$ cat config.mk
export PLATFORM = sky130hd
export DESIGN_NAME = nn_layer_top
export DESIGN_NICKNAME = d
export VERILOG_FILES = /design/src/hw/nn_pkg.sv /design/src/hw/neuron.sv /design/src/hw/layer.sv /design/src/hw/job_loader.sv /design/src/hw/activation_out.sv /design/src/hw/nn_layer_top.sv
export SDC_FILE = /design/constraint.sdc
export NUM_CORES = 2
export LEC_CHECK = 0
export BUFFER_PORTS_ARGS = -buffer_cell sky130_fd_sc_hd__clkbuf_2
export CORE_AREA = 2 2 329 331
export CTS_CLUSTER_DIAMETER = 100
export DETAILED_ROUTE_END_ITERATION = 7
export DIE_AREA = 0 0 331 333
export PLACE_DENSITY_LB_ADDON = 0.12
export SETUP_SLACK_MARGIN = 0.02
export SYNTH_ARGS = -nofsm -noshare
export SYNTH_HDL_FRONTEND = slang
export SYNTH_SLANG_ARGS = --single-unit
$ cat constraint.sdc
create_clock -name clk -period 18.8 [get_ports clk]
set_clock_uncertainty 0.15 [all_clocks]
set_input_delay 0.94 -clock clk [delete_from_list [all_inputs] [get_ports clk]]
set_output_delay 0.94 -clock clk [all_outputs]
set_load 0.005 [all_outputs]
$ cat src/hw/nn_pkg.sv
`default_nettype none

package nn_pkg;

    ////////////////////////////////////////
    // layer geometry
    ////////////////////////////////////////
    localparam int neuron_num = 4;    // neurons, also max inputs
    localparam int cnt_w      = 3;    // holds 0..neuron_num

    ////////////////////////////////////////
    // fixed point
    ////////////////////////////////////////
    localparam int out_w    = 10;     // neuron output, signed
    localparam int wgt_w    = 16;     // one weight, signed
    localparam int fraction = 0;      // bits dropped after accumulation
    localparam int acc_w    = 30;     // room for neuron_num products

    // saturation limits, accumulator width
    localparam logic signed [acc_w-1:0] out_max = acc_w'((1 << (out_w - 1)) - 1);
    localparam logic signed [acc_w-1:0] out_min = -out_max - 1;

    ////////////////////////////////////////
    // encodings
    ////////////////////////////////////////
    typedef enum logic {
        act_linear = 1'b0,
        act_relu   = 1'b1
    } act_e;

    typedef enum logic [1:0] {
        idle,
        calc,
        done
    } layer_state_e;

    typedef enum logic [1:0] {
        n_idle,
        n_acc,
        n_hold
    } neuron_state_e;

endpackage

`default_nettype wire

$ cat src/hw/neuron.sv
`timescale 1ns/1ps
`default_nettype none

module neuron (
    input  logic                                             clk,
    input  logic                                             rst,
    input  logic                                             start,        // begin a run
    input  logic [nn_pkg::cnt_w-1:0]                         input_number, // inputs in use
    input  logic [nn_pkg::neuron_num-1:0][nn_pkg::out_w-1:0] inputs,
    input  logic [nn_pkg::neuron_num-1:0][nn_pkg::wgt_w-1:0] weights,
    output logic [nn_pkg::out_w-1:0]                         neuron_sum,
    output logic                                             overflow,
    output logic                                             sum_valid,
    input  logic                                             sum_ack
);

    import nn_pkg::*;

    ////////////////////////////////////////
    // registers and wires
    ////////////////////////////////////////
    neuron_state_e                    state;
    logic [cnt_w-1:0]                 idx;     // current input index
    logic [cnt_w-1:0]                 num_r;   // latched input count
    logic [neuron_num-1:0][out_w-1:0] x_r;
    logic [neuron_num-1:0][wgt_w-1:0] w_r;
    logic signed [acc_w-1:0]          acc;
    logic signed [acc_w-1:0]          product;
    logic signed [acc_w-1:0]          scaled;
    logic                             more;    // products still to add
    logic                             load;

    assign load = (state == n_idle) && start;
    assign more = (idx < num_r);

    // one signed product per cycle, zero past the last input
    always_comb begin
        product = '0;
        if (more) begin
            product = $signed(w_r[idx]) * $signed(x_r[idx]);
        end
    end

    assign scaled = acc >>> fraction;

    ////////////////////////////////////////
    // control
    ////////////////////////////////////////
    always_ff @(posedge clk) begin
        if (rst) begin
            state <= n_idle;
            idx   <= '0;
        end else begin
            case (state)
                n_idle: begin
                    if (start) begin
                        state <= n_acc;
                        idx   <= '0;
                    end
                end
                n_acc: begin
                    if (more) begin
                        idx <= idx + 1'b1;
                    end else begin
                        state <= n_hold;    // scale and saturate this cycle
                    end
                end
                n_hold: begin
                    if (sum_ack) begin
                        state <= n_idle;
                    end
                end
                default: state <= n_idle;
            endcase
        end
    end

    ////////////////////////////////////////
    // datapath
    ////////////////////////////////////////
    always_ff @(posedge clk) begin
        if (load) begin
            x_r   <= inputs;
            w_r   <= weights;
            num_r <= input_number;
            acc   <= '0;
        end else if (state == n_acc) begin
            if (more) begin
                acc <= acc + product;
            end else if (scaled > out_max) begin
                neuron_sum <= out_max[out_w-1:0];   // clip high
                overflow   <= 1'b1;
            end else if (scaled < out_min) begin
                neuron_sum <= out_min[out_w-1:0];   // clip low
                overflow   <= 1'b1;
            end else begin
                neuron_sum <= scaled[out_w-1:0];
                overflow   <= 1'b0;
            end
        end
    end

    assign sum_valid = (state == n_hold);

endmodule

`default_nettype wire

$ cat src/hw/layer.sv
`timescale 1ns/1ps
`default_nettype none

module layer (
    input  logic                                       clk,
    input  logic                                       rst,
    input  logic [nn_pkg::cnt_w-1:0]                   job_curr,   // active neurons
    input  logic [nn_pkg::cnt_w-1:0]                   job_prev,   // inputs per neuron
    input  logic [nn_pkg::neuron_num-1:0][nn_pkg::out_w-1:0] job_inputs,
    input  logic [nn_pkg::neuron_num-1:0][nn_pkg::neuron_num-1:0][nn_pkg::wgt_w-1:0] job_weights,
    input  logic                                       job_valid,
    output logic                                       job_ready,
    output logic [nn_pkg::neuron_num-1:0][nn_pkg::out_w-1:0] lay_outputs,
    output logic                                       lay_overflow,
    output logic                                       lay_valid,
    input  logic                                       lay_ready
);

    import nn_pkg::*;

    ////////////////////////////////////////
    // registers and wires
    ////////////////////////////////////////
    layer_state_e                     state;
    logic [cnt_w-1:0]                 curr_r;   // active count of the running job
    logic                             accept;
    logic                             drain;    // result leaves the layer
    logic                             all_done;
    logic [neuron_num-1:0][out_w-1:0] sums;
    logic [neuron_num-1:0]            ovfs;
    logic [neuron_num-1:0]            dones;
    logic [neuron_num-1:0]            active;

    assign accept   = job_valid && (state == idle);
    assign drain    = lay_valid && lay_ready;
    assign all_done = &dones;

    ////////////////////////////////////////
    // neuron array
    ////////////////////////////////////////
    genvar i;
    generate
        for (i = 0; i < neuron_num; i = i + 1) begin : g_neuron
            neuron neuron_i (
                .clk          (clk),
                .rst          (rst),
                .start        (accept),           // all neurons start together
                .input_number (job_prev),
                .inputs       (job_inputs),
                .weights      (job_weights[i]),
                .neuron_sum   (sums[i]),
                .overflow     (ovfs[i]),
                .sum_valid    (dones[i]),
                .sum_ack      (drain)
            );

            // neurons past the active count read as zero
            assign active[i]      = (cnt_w'(i) < curr_r);
            assign lay_outputs[i] = active[i] ? sums[i] : '0;
        end
    endgenerate

    ////////////////////////////////////////
    // FSM
    ////////////////////////////////////////
    always_ff @(posedge clk) begin
        if (rst) begin
            state  <= idle;
            curr_r <= '0;
        end else begin
            case (state)
                idle: begin
                    if (accept) begin
                        state  <= calc;
                        curr_r <= job_curr;
                    end
                end
                calc: begin
                    if (all_done) begin
                        state <= done;
                    end
                end
                done: begin
                    // hold result until the output stage takes it
                    if (lay_ready) begin
                        state <= idle;
                    end
                end
                default: state <= idle;
            endcase
        end
    end

    ////////////////////////////////////////
    // outputs
    ////////////////////////////////////////
    assign job_ready    = (state == idle);
    assign lay_valid    = (state == done);
    assign lay_overflow = |(ovfs & active);   // inactive overflow ignored

endmodule

`default_nettype wire

$ cat src/hw/job_loader.sv
`timescale 1ns/1ps
`default_nettype none

module job_loader (
    input  logic                                             clk,
    input  logic                                             rst,
    input  logic [nn_pkg::cnt_w-1:0]                         cfg_curr,
    input  logic [nn_pkg::cnt_w-1:0]                         cfg_prev,
    input  nn_pkg::act_e                                     cfg_act,
    input  logic [nn_pkg::neuron_num-1:0][nn_pkg::out_w-1:0] cfg_inputs,
    input  logic                                             cfg_valid,
    output logic                                             cfg_ready,
    input  logic [nn_pkg::neuron_num-1:0][nn_pkg::wgt_w-1:0] row_data,
    input  logic                                             row_valid,
    output logic                                             row_ready,
    output logic [nn_pkg::cnt_w-1:0]                         job_curr,
    output logic [nn_pkg::cnt_w-1:0]                         job_prev,
    output nn_pkg::act_e                                     job_act,
    output logic [nn_pkg::neuron_num-1:0][nn_pkg::out_w-1:0] job_inputs,
    output logic [nn_pkg::neuron_num-1:0][nn_pkg::neuron_num-1:0][nn_pkg::wgt_w-1:0] job_weights,
    output logic                                             job_valid,
    input  logic                                             job_ready
);

    import nn_pkg::*;

    logic             loading;    // rows still pending
    logic [cnt_w-1:0] row_cnt;    // next row to fill
    logic             cfg_xfer;
    logic             row_xfer;
    logic             job_xfer;
    logic             last_row;

    assign cfg_ready = !loading && !job_valid;
    assign row_ready = loading;
    assign cfg_xfer  = cfg_valid && cfg_ready;
    assign row_xfer  = row_valid && row_ready;
    assign job_xfer  = job_valid && job_ready;
    assign last_row  = (row_cnt + 1'b1 == job_curr);

    ////////////////////////////////////////
    // control
    ////////////////////////////////////////
    always_ff @(posedge clk) begin
        if (rst) begin
            loading   <= 1'b0;
            job_valid <= 1'b0;
            row_cnt   <= '0;
        end else if (cfg_xfer) begin
            row_cnt   <= '0;
            loading   <= (cfg_curr != '0);
            job_valid <= (cfg_curr == '0);   // nothing to collect
        end else if (row_xfer) begin
            row_cnt <= row_cnt + 1'b1;
            if (last_row) begin
                loading   <= 1'b0;
                job_valid <= 1'b1;
            end
        end else if (job_xfer) begin
            job_valid <= 1'b0;
        end
    end

    ////////////////////////////////////////
    // job buffer
    ////////////////////////////////////////
    always_ff @(posedge clk) begin
        if (cfg_xfer) begin
            job_curr    <= cfg_curr;
            job_prev    <= cfg_prev;
            job_act     <= cfg_act;
            job_inputs  <= cfg_inputs;
            job_weights <= '0;                  // unused rows stay zero
        end else if (row_xfer) begin
            job_weights[row_cnt] <= row_data;   // row r feeds neuron r
        end
    end

endmodule

`default_nettype wire

$ cat src/hw/activation_out.sv
`timescale 1ns/1ps
`default_nettype none

module activation_out (
    input  logic                                             clk,
    input  logic                                             rst,
    input  nn_pkg::act_e                                     act_sel,
    input  logic                                             act_load,   // layer took a job
    input  logic [nn_pkg::neuron_num-1:0][nn_pkg::out_w-1:0] lay_outputs,
    input  logic                                             lay_overflow,
    input  logic                                             lay_valid,
    output logic                                             lay_ready,
    output logic [nn_pkg::neuron_num-1:0][nn_pkg::out_w-1:0] outputs,
    output logic                                             overflow,
    output logic                                             outputs_valid,
    input  logic                                             outputs_ready
);

    import nn_pkg::*;

    act_e                             act_r;     // opcode of the job in the layer
    logic                             lay_xfer;
    logic [neuron_num-1:0][out_w-1:0] act_vec;

    assign lay_ready = !outputs_valid;          // only into an empty register
    assign lay_xfer  = lay_valid && lay_ready;

    // relu clears negative elements
    always_comb begin
        for (int i = 0; i < neuron_num; i++) begin
            if (act_r == act_relu && lay_outputs[i][out_w-1]) begin
                act_vec[i] = '0;
            end else begin
                act_vec[i] = lay_outputs[i];
            end
        end
    end

    ////////////////////////////////////////
    // control
    ////////////////////////////////////////
    always_ff @(posedge clk) begin
        if (rst) begin
            act_r         <= act_linear;
            outputs_valid <= 1'b0;
        end else begin
            if (act_load) begin
                act_r <= act_sel;
            end
            if (lay_xfer) begin
                outputs_valid <= 1'b1;
            end else if (outputs_ready) begin
                outputs_valid <= 1'b0;   // sink took it
            end
        end
    end

    // result register
    always_ff @(posedge clk) begin
        if (lay_xfer) begin
            outputs  <= act_vec;
            overflow <= lay_overflow;    // flag passes unchanged
        end
    end

endmodule

`default_nettype wire

$ cat src/hw/nn_layer_top.sv
`timescale 1ns/1ps
`default_nettype none

module nn_layer_top (
    input  logic                                             clk,
    input  logic                                             rst,
    input  logic [nn_pkg::cnt_w-1:0]                         cfg_curr,
    input  logic [nn_pkg::cnt_w-1:0]                         cfg_prev,
    input  nn_pkg::act_e                                     cfg_act,
    input  logic [nn_pkg::neuron_num-1:0][nn_pkg::out_w-1:0] cfg_inputs,
    input  logic                                             cfg_valid,
    output logic                                             cfg_ready,
    input  logic [nn_pkg::neuron_num-1:0][nn_pkg::wgt_w-1:0] row_data,
    input  logic                                             row_valid,
    output logic                                             row_ready,
    output logic [nn_pkg::neuron_num-1:0][nn_pkg::out_w-1:0] outputs,
    output logic                                             overflow,
    output logic                                             outputs_valid,
    input  logic                                             outputs_ready
);

    import nn_pkg::*;

    ////////////////////////////////////////
    // internal channels
    ////////////////////////////////////////
    logic [cnt_w-1:0]                                job_curr;
    logic [cnt_w-1:0]                                job_prev;
    act_e                                            act_sel;   // bypasses the layer
    logic [neuron_num-1:0][out_w-1:0]                job_inputs;
    logic [neuron_num-1:0][neuron_num-1:0][wgt_w-1:0] job_weights;
    logic                                            job_valid;
    logic                                            job_ready;
    logic                                            act_load;
    logic [neuron_num-1:0][out_w-1:0]                lay_outputs;
    logic                                            lay_overflow;
    logic                                            lay_valid;
    logic                                            lay_ready;

    assign act_load = job_valid && job_ready;   // layer accepts a job

    job_loader loader_i (
        .clk         (clk),
        .rst         (rst),
        .cfg_curr    (cfg_curr),
        .cfg_prev    (cfg_prev),
        .cfg_act     (cfg_act),
        .cfg_inputs  (cfg_inputs),
        .cfg_valid   (cfg_valid),
        .cfg_ready   (cfg_ready),
        .row_data    (row_data),
        .row_valid   (row_valid),
        .row_ready   (row_ready),
        .job_curr    (job_curr),
        .job_prev    (job_prev),
        .job_act     (act_sel),
        .job_inputs  (job_inputs),
        .job_weights (job_weights),
        .job_valid   (job_valid),
        .job_ready   (job_ready)
    );

    layer layer_i (
        .clk          (clk),
        .rst          (rst),
        .job_curr     (job_curr),
        .job_prev     (job_prev),
        .job_inputs   (job_inputs),
        .job_weights  (job_weights),
        .job_valid    (job_valid),
        .job_ready    (job_ready),
        .lay_outputs  (lay_outputs),
        .lay_overflow (lay_overflow),
        .lay_valid    (lay_valid),
        .lay_ready    (lay_ready)
    );

    activation_out act_i (
        .clk           (clk),
        .rst           (rst),
        .act_sel       (act_sel),
        .act_load      (act_load),
        .lay_outputs   (lay_outputs),
        .lay_overflow  (lay_overflow),
        .lay_valid     (lay_valid),
        .lay_ready     (lay_ready),
        .outputs       (outputs),
        .overflow      (overflow),
        .outputs_valid (outputs_valid),
        .outputs_ready (outputs_ready)
    );

endmodule

`default_nettype wire

==> out/results.md <==
## Global route
- vias in the first global route: 44.5k
- pin count of the biggest net entering global routing: 94
- wire length of the first global-routing pass: 250000 µm
- final global-route overflow total: 0
- number of antenna violations at the first check in global routing: 10
- total routing usage reported by global routing: 29.7%

## Critical path
- Max FO, Critical Path: 31
- maximum cell stage delay along the critical path: 0.88 ns
- Data required, critical path: 19.25 ns
- most repeated library cell on the critical path: sky130_fd_sc_hd__fa_1
- type of destination of the critical path: register
- Worst EP arrival: 10.07 ns
- Critical Path Slowest Stage Cell: sky130_fd_sc_hd__o21ai_1
- Setup crit start kind: register
- critical path class: register to register

## Yosys
- number of warnings issued by yosys: 0
- post-synthesis instance area: 63600 µm²
- Simple-Gate Fraction of Synth Area: 14.5%
- register bit total from synthesis: 968
- mean instance size in the synthesized netlist: 10.2 µm²
- largest family of logic cells by synthesized area: adder cells
- count of flip-flops with a built-in enable after synthesis: 560
- synthesized-area fraction occupied by xor and xnor cells: 2.58%
- share of synthesized area occupied by flip-flops and latches: 39.3%
- total nets after synthesis: 7261
- post-synthesis async set-or-reset flop share: 0%
- leading register cell type out of synthesis: sky130_fd_sc_hd__edfxtp_1
- adder-cell share of the synthesized area: 24.9%
- mux cell area share after synthesis: 3.92%
- fraction of the mapped netlist area in compound gates: 8.76%
- distinct cell type count of the synthesized netlist: 84
- number of cells produced by synthesis: 6216

## Clocking
- CTS root buf: sky130_fd_sc_hd__clkbuf_16
- maximum buffer depth of the clock tree: 3
- sink count of the clock tree: 968
- CTS tree: yes
- number of resized instances in the post-cts repair step: 0
- post-cts hold buffer count: 0
- CTS Buf Count: 103
- clock transition at the registers of the reported paths: 0.06 ns
- setup bufs post-CTS: 0
- Clock H-tree levels: 3
- later-pin clock latency in the skew report: 0.69 ns

## Drt
- number of DRC markers in iteration 0: 4191
- detailed-router iteration count before antenna repair: 5
- routed wirelength normalized by instance count: 20.7 µm
- vias post-DR: 45.1k
- count of unresolved DRC violations after routing: 0
- Total Routed Length: 162000 µm
- number of nets still failing antenna checks after routing: 0
- mean number of vias per cell: 5.77

## STA
- # setup viols final: 0
- fin crit share: 51.1%
- Worst slew margin: 19.4%
- Final Max Slew Viols: 0
- Sum Neg Setup Slack: 0 ns
- transition time of the tightest slew-check pin: 1.20 ns
- Achievable Freq: 104 MHz
- setup repair after global routing missed its margin: false
- Final min period: 9.61 ns
- Final Hold Fails: 0

## Placement
- total of buffers placed on input and output ports: 159
- Post-DP HPWL: 118000 µm
- global placer's final weighted congestion: 0.902

## Cells and area
- final layout net count: 7357
- area grow syn2layout: 8.88%
- share of cells above drive strength 1: 8.50%

## Floorplan
- I/O pin count: 160
- die outline area: 110000 µm²
- Chip Width: 331 µm
- number of placement rows: 120
- die height: 333 µm
- starting utilization of the core area: 59.6%
- area of the placeable core: 107000 µm²

## Run
- max capacitance violation total: 0

## Run status
- outcome: complete, no violations

## Worst hold path
- Hold Path Class: register to register

Yosys cell counts (96+ instances only):
library cell | n | share of area (%)
sky130_fd_sc_hd__nand2_1 | 1076 | 6.4
sky130_fd_sc_hd__inv_1 | 814 | 4.8
sky130_fd_sc_hd__edfxtp_1 | 560 | 26
sky130_fd_sc_hd__fa_1 | 560 | 18
sky130_fd_sc_hd__a21oi_1 | 458 | 3.6
sky130_fd_sc_hd__dfxtp_1 | 408 | 13
sky130_fd_sc_hd__ha_1 | 369 | 7.3
sky130_fd_sc_hd__nor2_1 | 312 | 1.8
sky130_fd_sc_hd__clkbuf_1 | 188 | 1.1
sky130_fd_sc_hd__and2_1 | 163 | 1.6
sky130_fd_sc_hd__o21ai_0 | 154 | 1.2
sky130_fd_sc_hd__xnor2_1 | 111 | 1.5
sky130_fd_sc_hd__nor2b_1 | 109 | 1.1
sky130_fd_sc_hd__nand3_1 | 96 | 0.76
layer usage:
| metal | up-vias | share of wire (%) | track usage (%) |
|---|---|---|---|
| met5 | - | 0.019 | 0 |
| met3 | 271 | 11 | 7.27 |
| met4 | 4 | 3.3 | 9.14 |
| met1 | 22100 | 41 | 41.8 |
| li1 | 20800 | - | - |
| met2 | 1842 | 45 | 45.6 |
worst paths after layout:
check / from / endpoint / slack [ns] / depth (start not counted)
hold / removal: loader_i.job_weights[210] / layer_i.g_neuron[3].neuron_i.w_r[18] / 0.26 / 0
setup / recovery: layer_i.g_neuron[1].neuron_i.idx[1] / layer_i.g_neuron[1].neuron_i.acc[29] / 9.19 / 32
hold reg to reg: loader_i.job_weights[210] / layer_i.g_neuron[3].neuron_i.w_r[18] / 0.26 / 0
setup reg to reg: layer_i.g_neuron[1].neuron_i.idx[1] / layer_i.g_neuron[1].neuron_i.acc[29] / 9.19 / 32
final cells by class:
type	count	area (µm²)
fillers	8551	37400
multi-input cells	4222	34700
flip-flops and latches	968	25000
inverters	816	3070
clock buffers	145	2990
well taps	1403	1760
repair buffers	201	1110
clock inverters	50	526
diodes	6	15.0
state kept, by name, indices dropped and copies added (netlist names), 2 cells and up:
signal and flops:
layer_i.g_neuron.neuron_i.overflow 4, loader_i.job_prev 3, loader_i.job_inputs 40, layer_i.g_neuron.neuron_i.acc 120, loader_i.job_weights 256, layer_i.g_neuron.neuron_i.num_r 12
layer_i.state 2, act_i.outputs 40, layer_i.curr_r 3, layer_i.g_neuron.neuron_i.neuron_sum 40, layer_i.g_neuron.neuron_i.x_r 160, layer_i.g_neuron.neuron_i.idx 12
loader_i.job_curr 3, loader_i.row_cnt 3, layer_i.g_neuron.neuron_i.state 8, layer_i.g_neuron.neuron_i.w_r 256
critical path, delay by kind of cell (launching register included):
| kind | cells | cell delay (ns) |
|---|---|---|
| mux | 1 | 0.42 |
| buf+inv | 5 | 0.83 |
| flops | 1 | 0.35 |
| fa+ha+maj | 7 | 3.01 |
| simple gates | 4 | 0.80 |
| compound gates | 13 | 3.65 |
| xor+xnor | 2 | 0.29 |
metrics by stage:
stage | hold slack (ns) | util, % | setup slack, ns | std cells | instance area [µm²]
6_report | 0.263 | 64.9 | 9.19 | 7811 | 69200
5_1_grt | 0.258 | 64.9 | 8.46 | 7805 | 69200
4_1_cts | 0.245 | 64.9 | 9.26 | 7805 | 69200
3_5_place_dp | 0.263 | 61.6 | 9.32 | 7610 | 65700
3_3_place_gp | 0.262 | 61.6 | 9.45 | 7610 | 65700
2_1_floorplan | 0.258 | - | 10.04 | 6216 | 63600
cell usage in the layout (no fill, tap or decap), drive strengths merged, types with 8 or more instances in the layout:
| master | instances |
|---|---|
| nor4 | 24 |
| o21ai | 161 |
| fa | 560 |
| nor2 | 312 |
| xor2 | 76 |
| a21o | 83 |
| mux4 | 88 |
| o31ai | 16 |
| o211ai | 9 |
| and2 | 164 |
| nor3b | 8 |
| nor2b | 110 |
| a21oi | 459 |
| o21a | 37 |
| edfxtp | 560 |
| ha | 369 |
| nand3 | 96 |
| or3 | 26 |
| nand3b | 8 |
| nand2 | 1077 |
| mux2i | 33 |
| o21bai | 26 |
| a211o | 10 |
| dfxtp | 408 |
| buf | 42 |
| a211oi | 26 |
| or2 | 32 |
| and3 | 26 |
| clkbuf | 304 |
| mux2 | 16 |
| o31a | 10 |
| a31oi | 28 |
| nor3 | 61 |
| nand2b | 46 |
| nand4 | 32 |
| clkinv | 33 |
| inv | 823 |
| xnor2 | 111 |
logic make-up after synthesis:
family / after synthesis
and+or+nand+nor: 2044
adders and majority gates: 929
DFF: 968
AOI/OAI and AO/OA: 925
muxes: 137
buffers and inverters: 1026
xor gates and xnor gates: 187
Power is not shown: default switching activity piles up to over one toggle a cycle in this logic, so the estimate is an artifact.
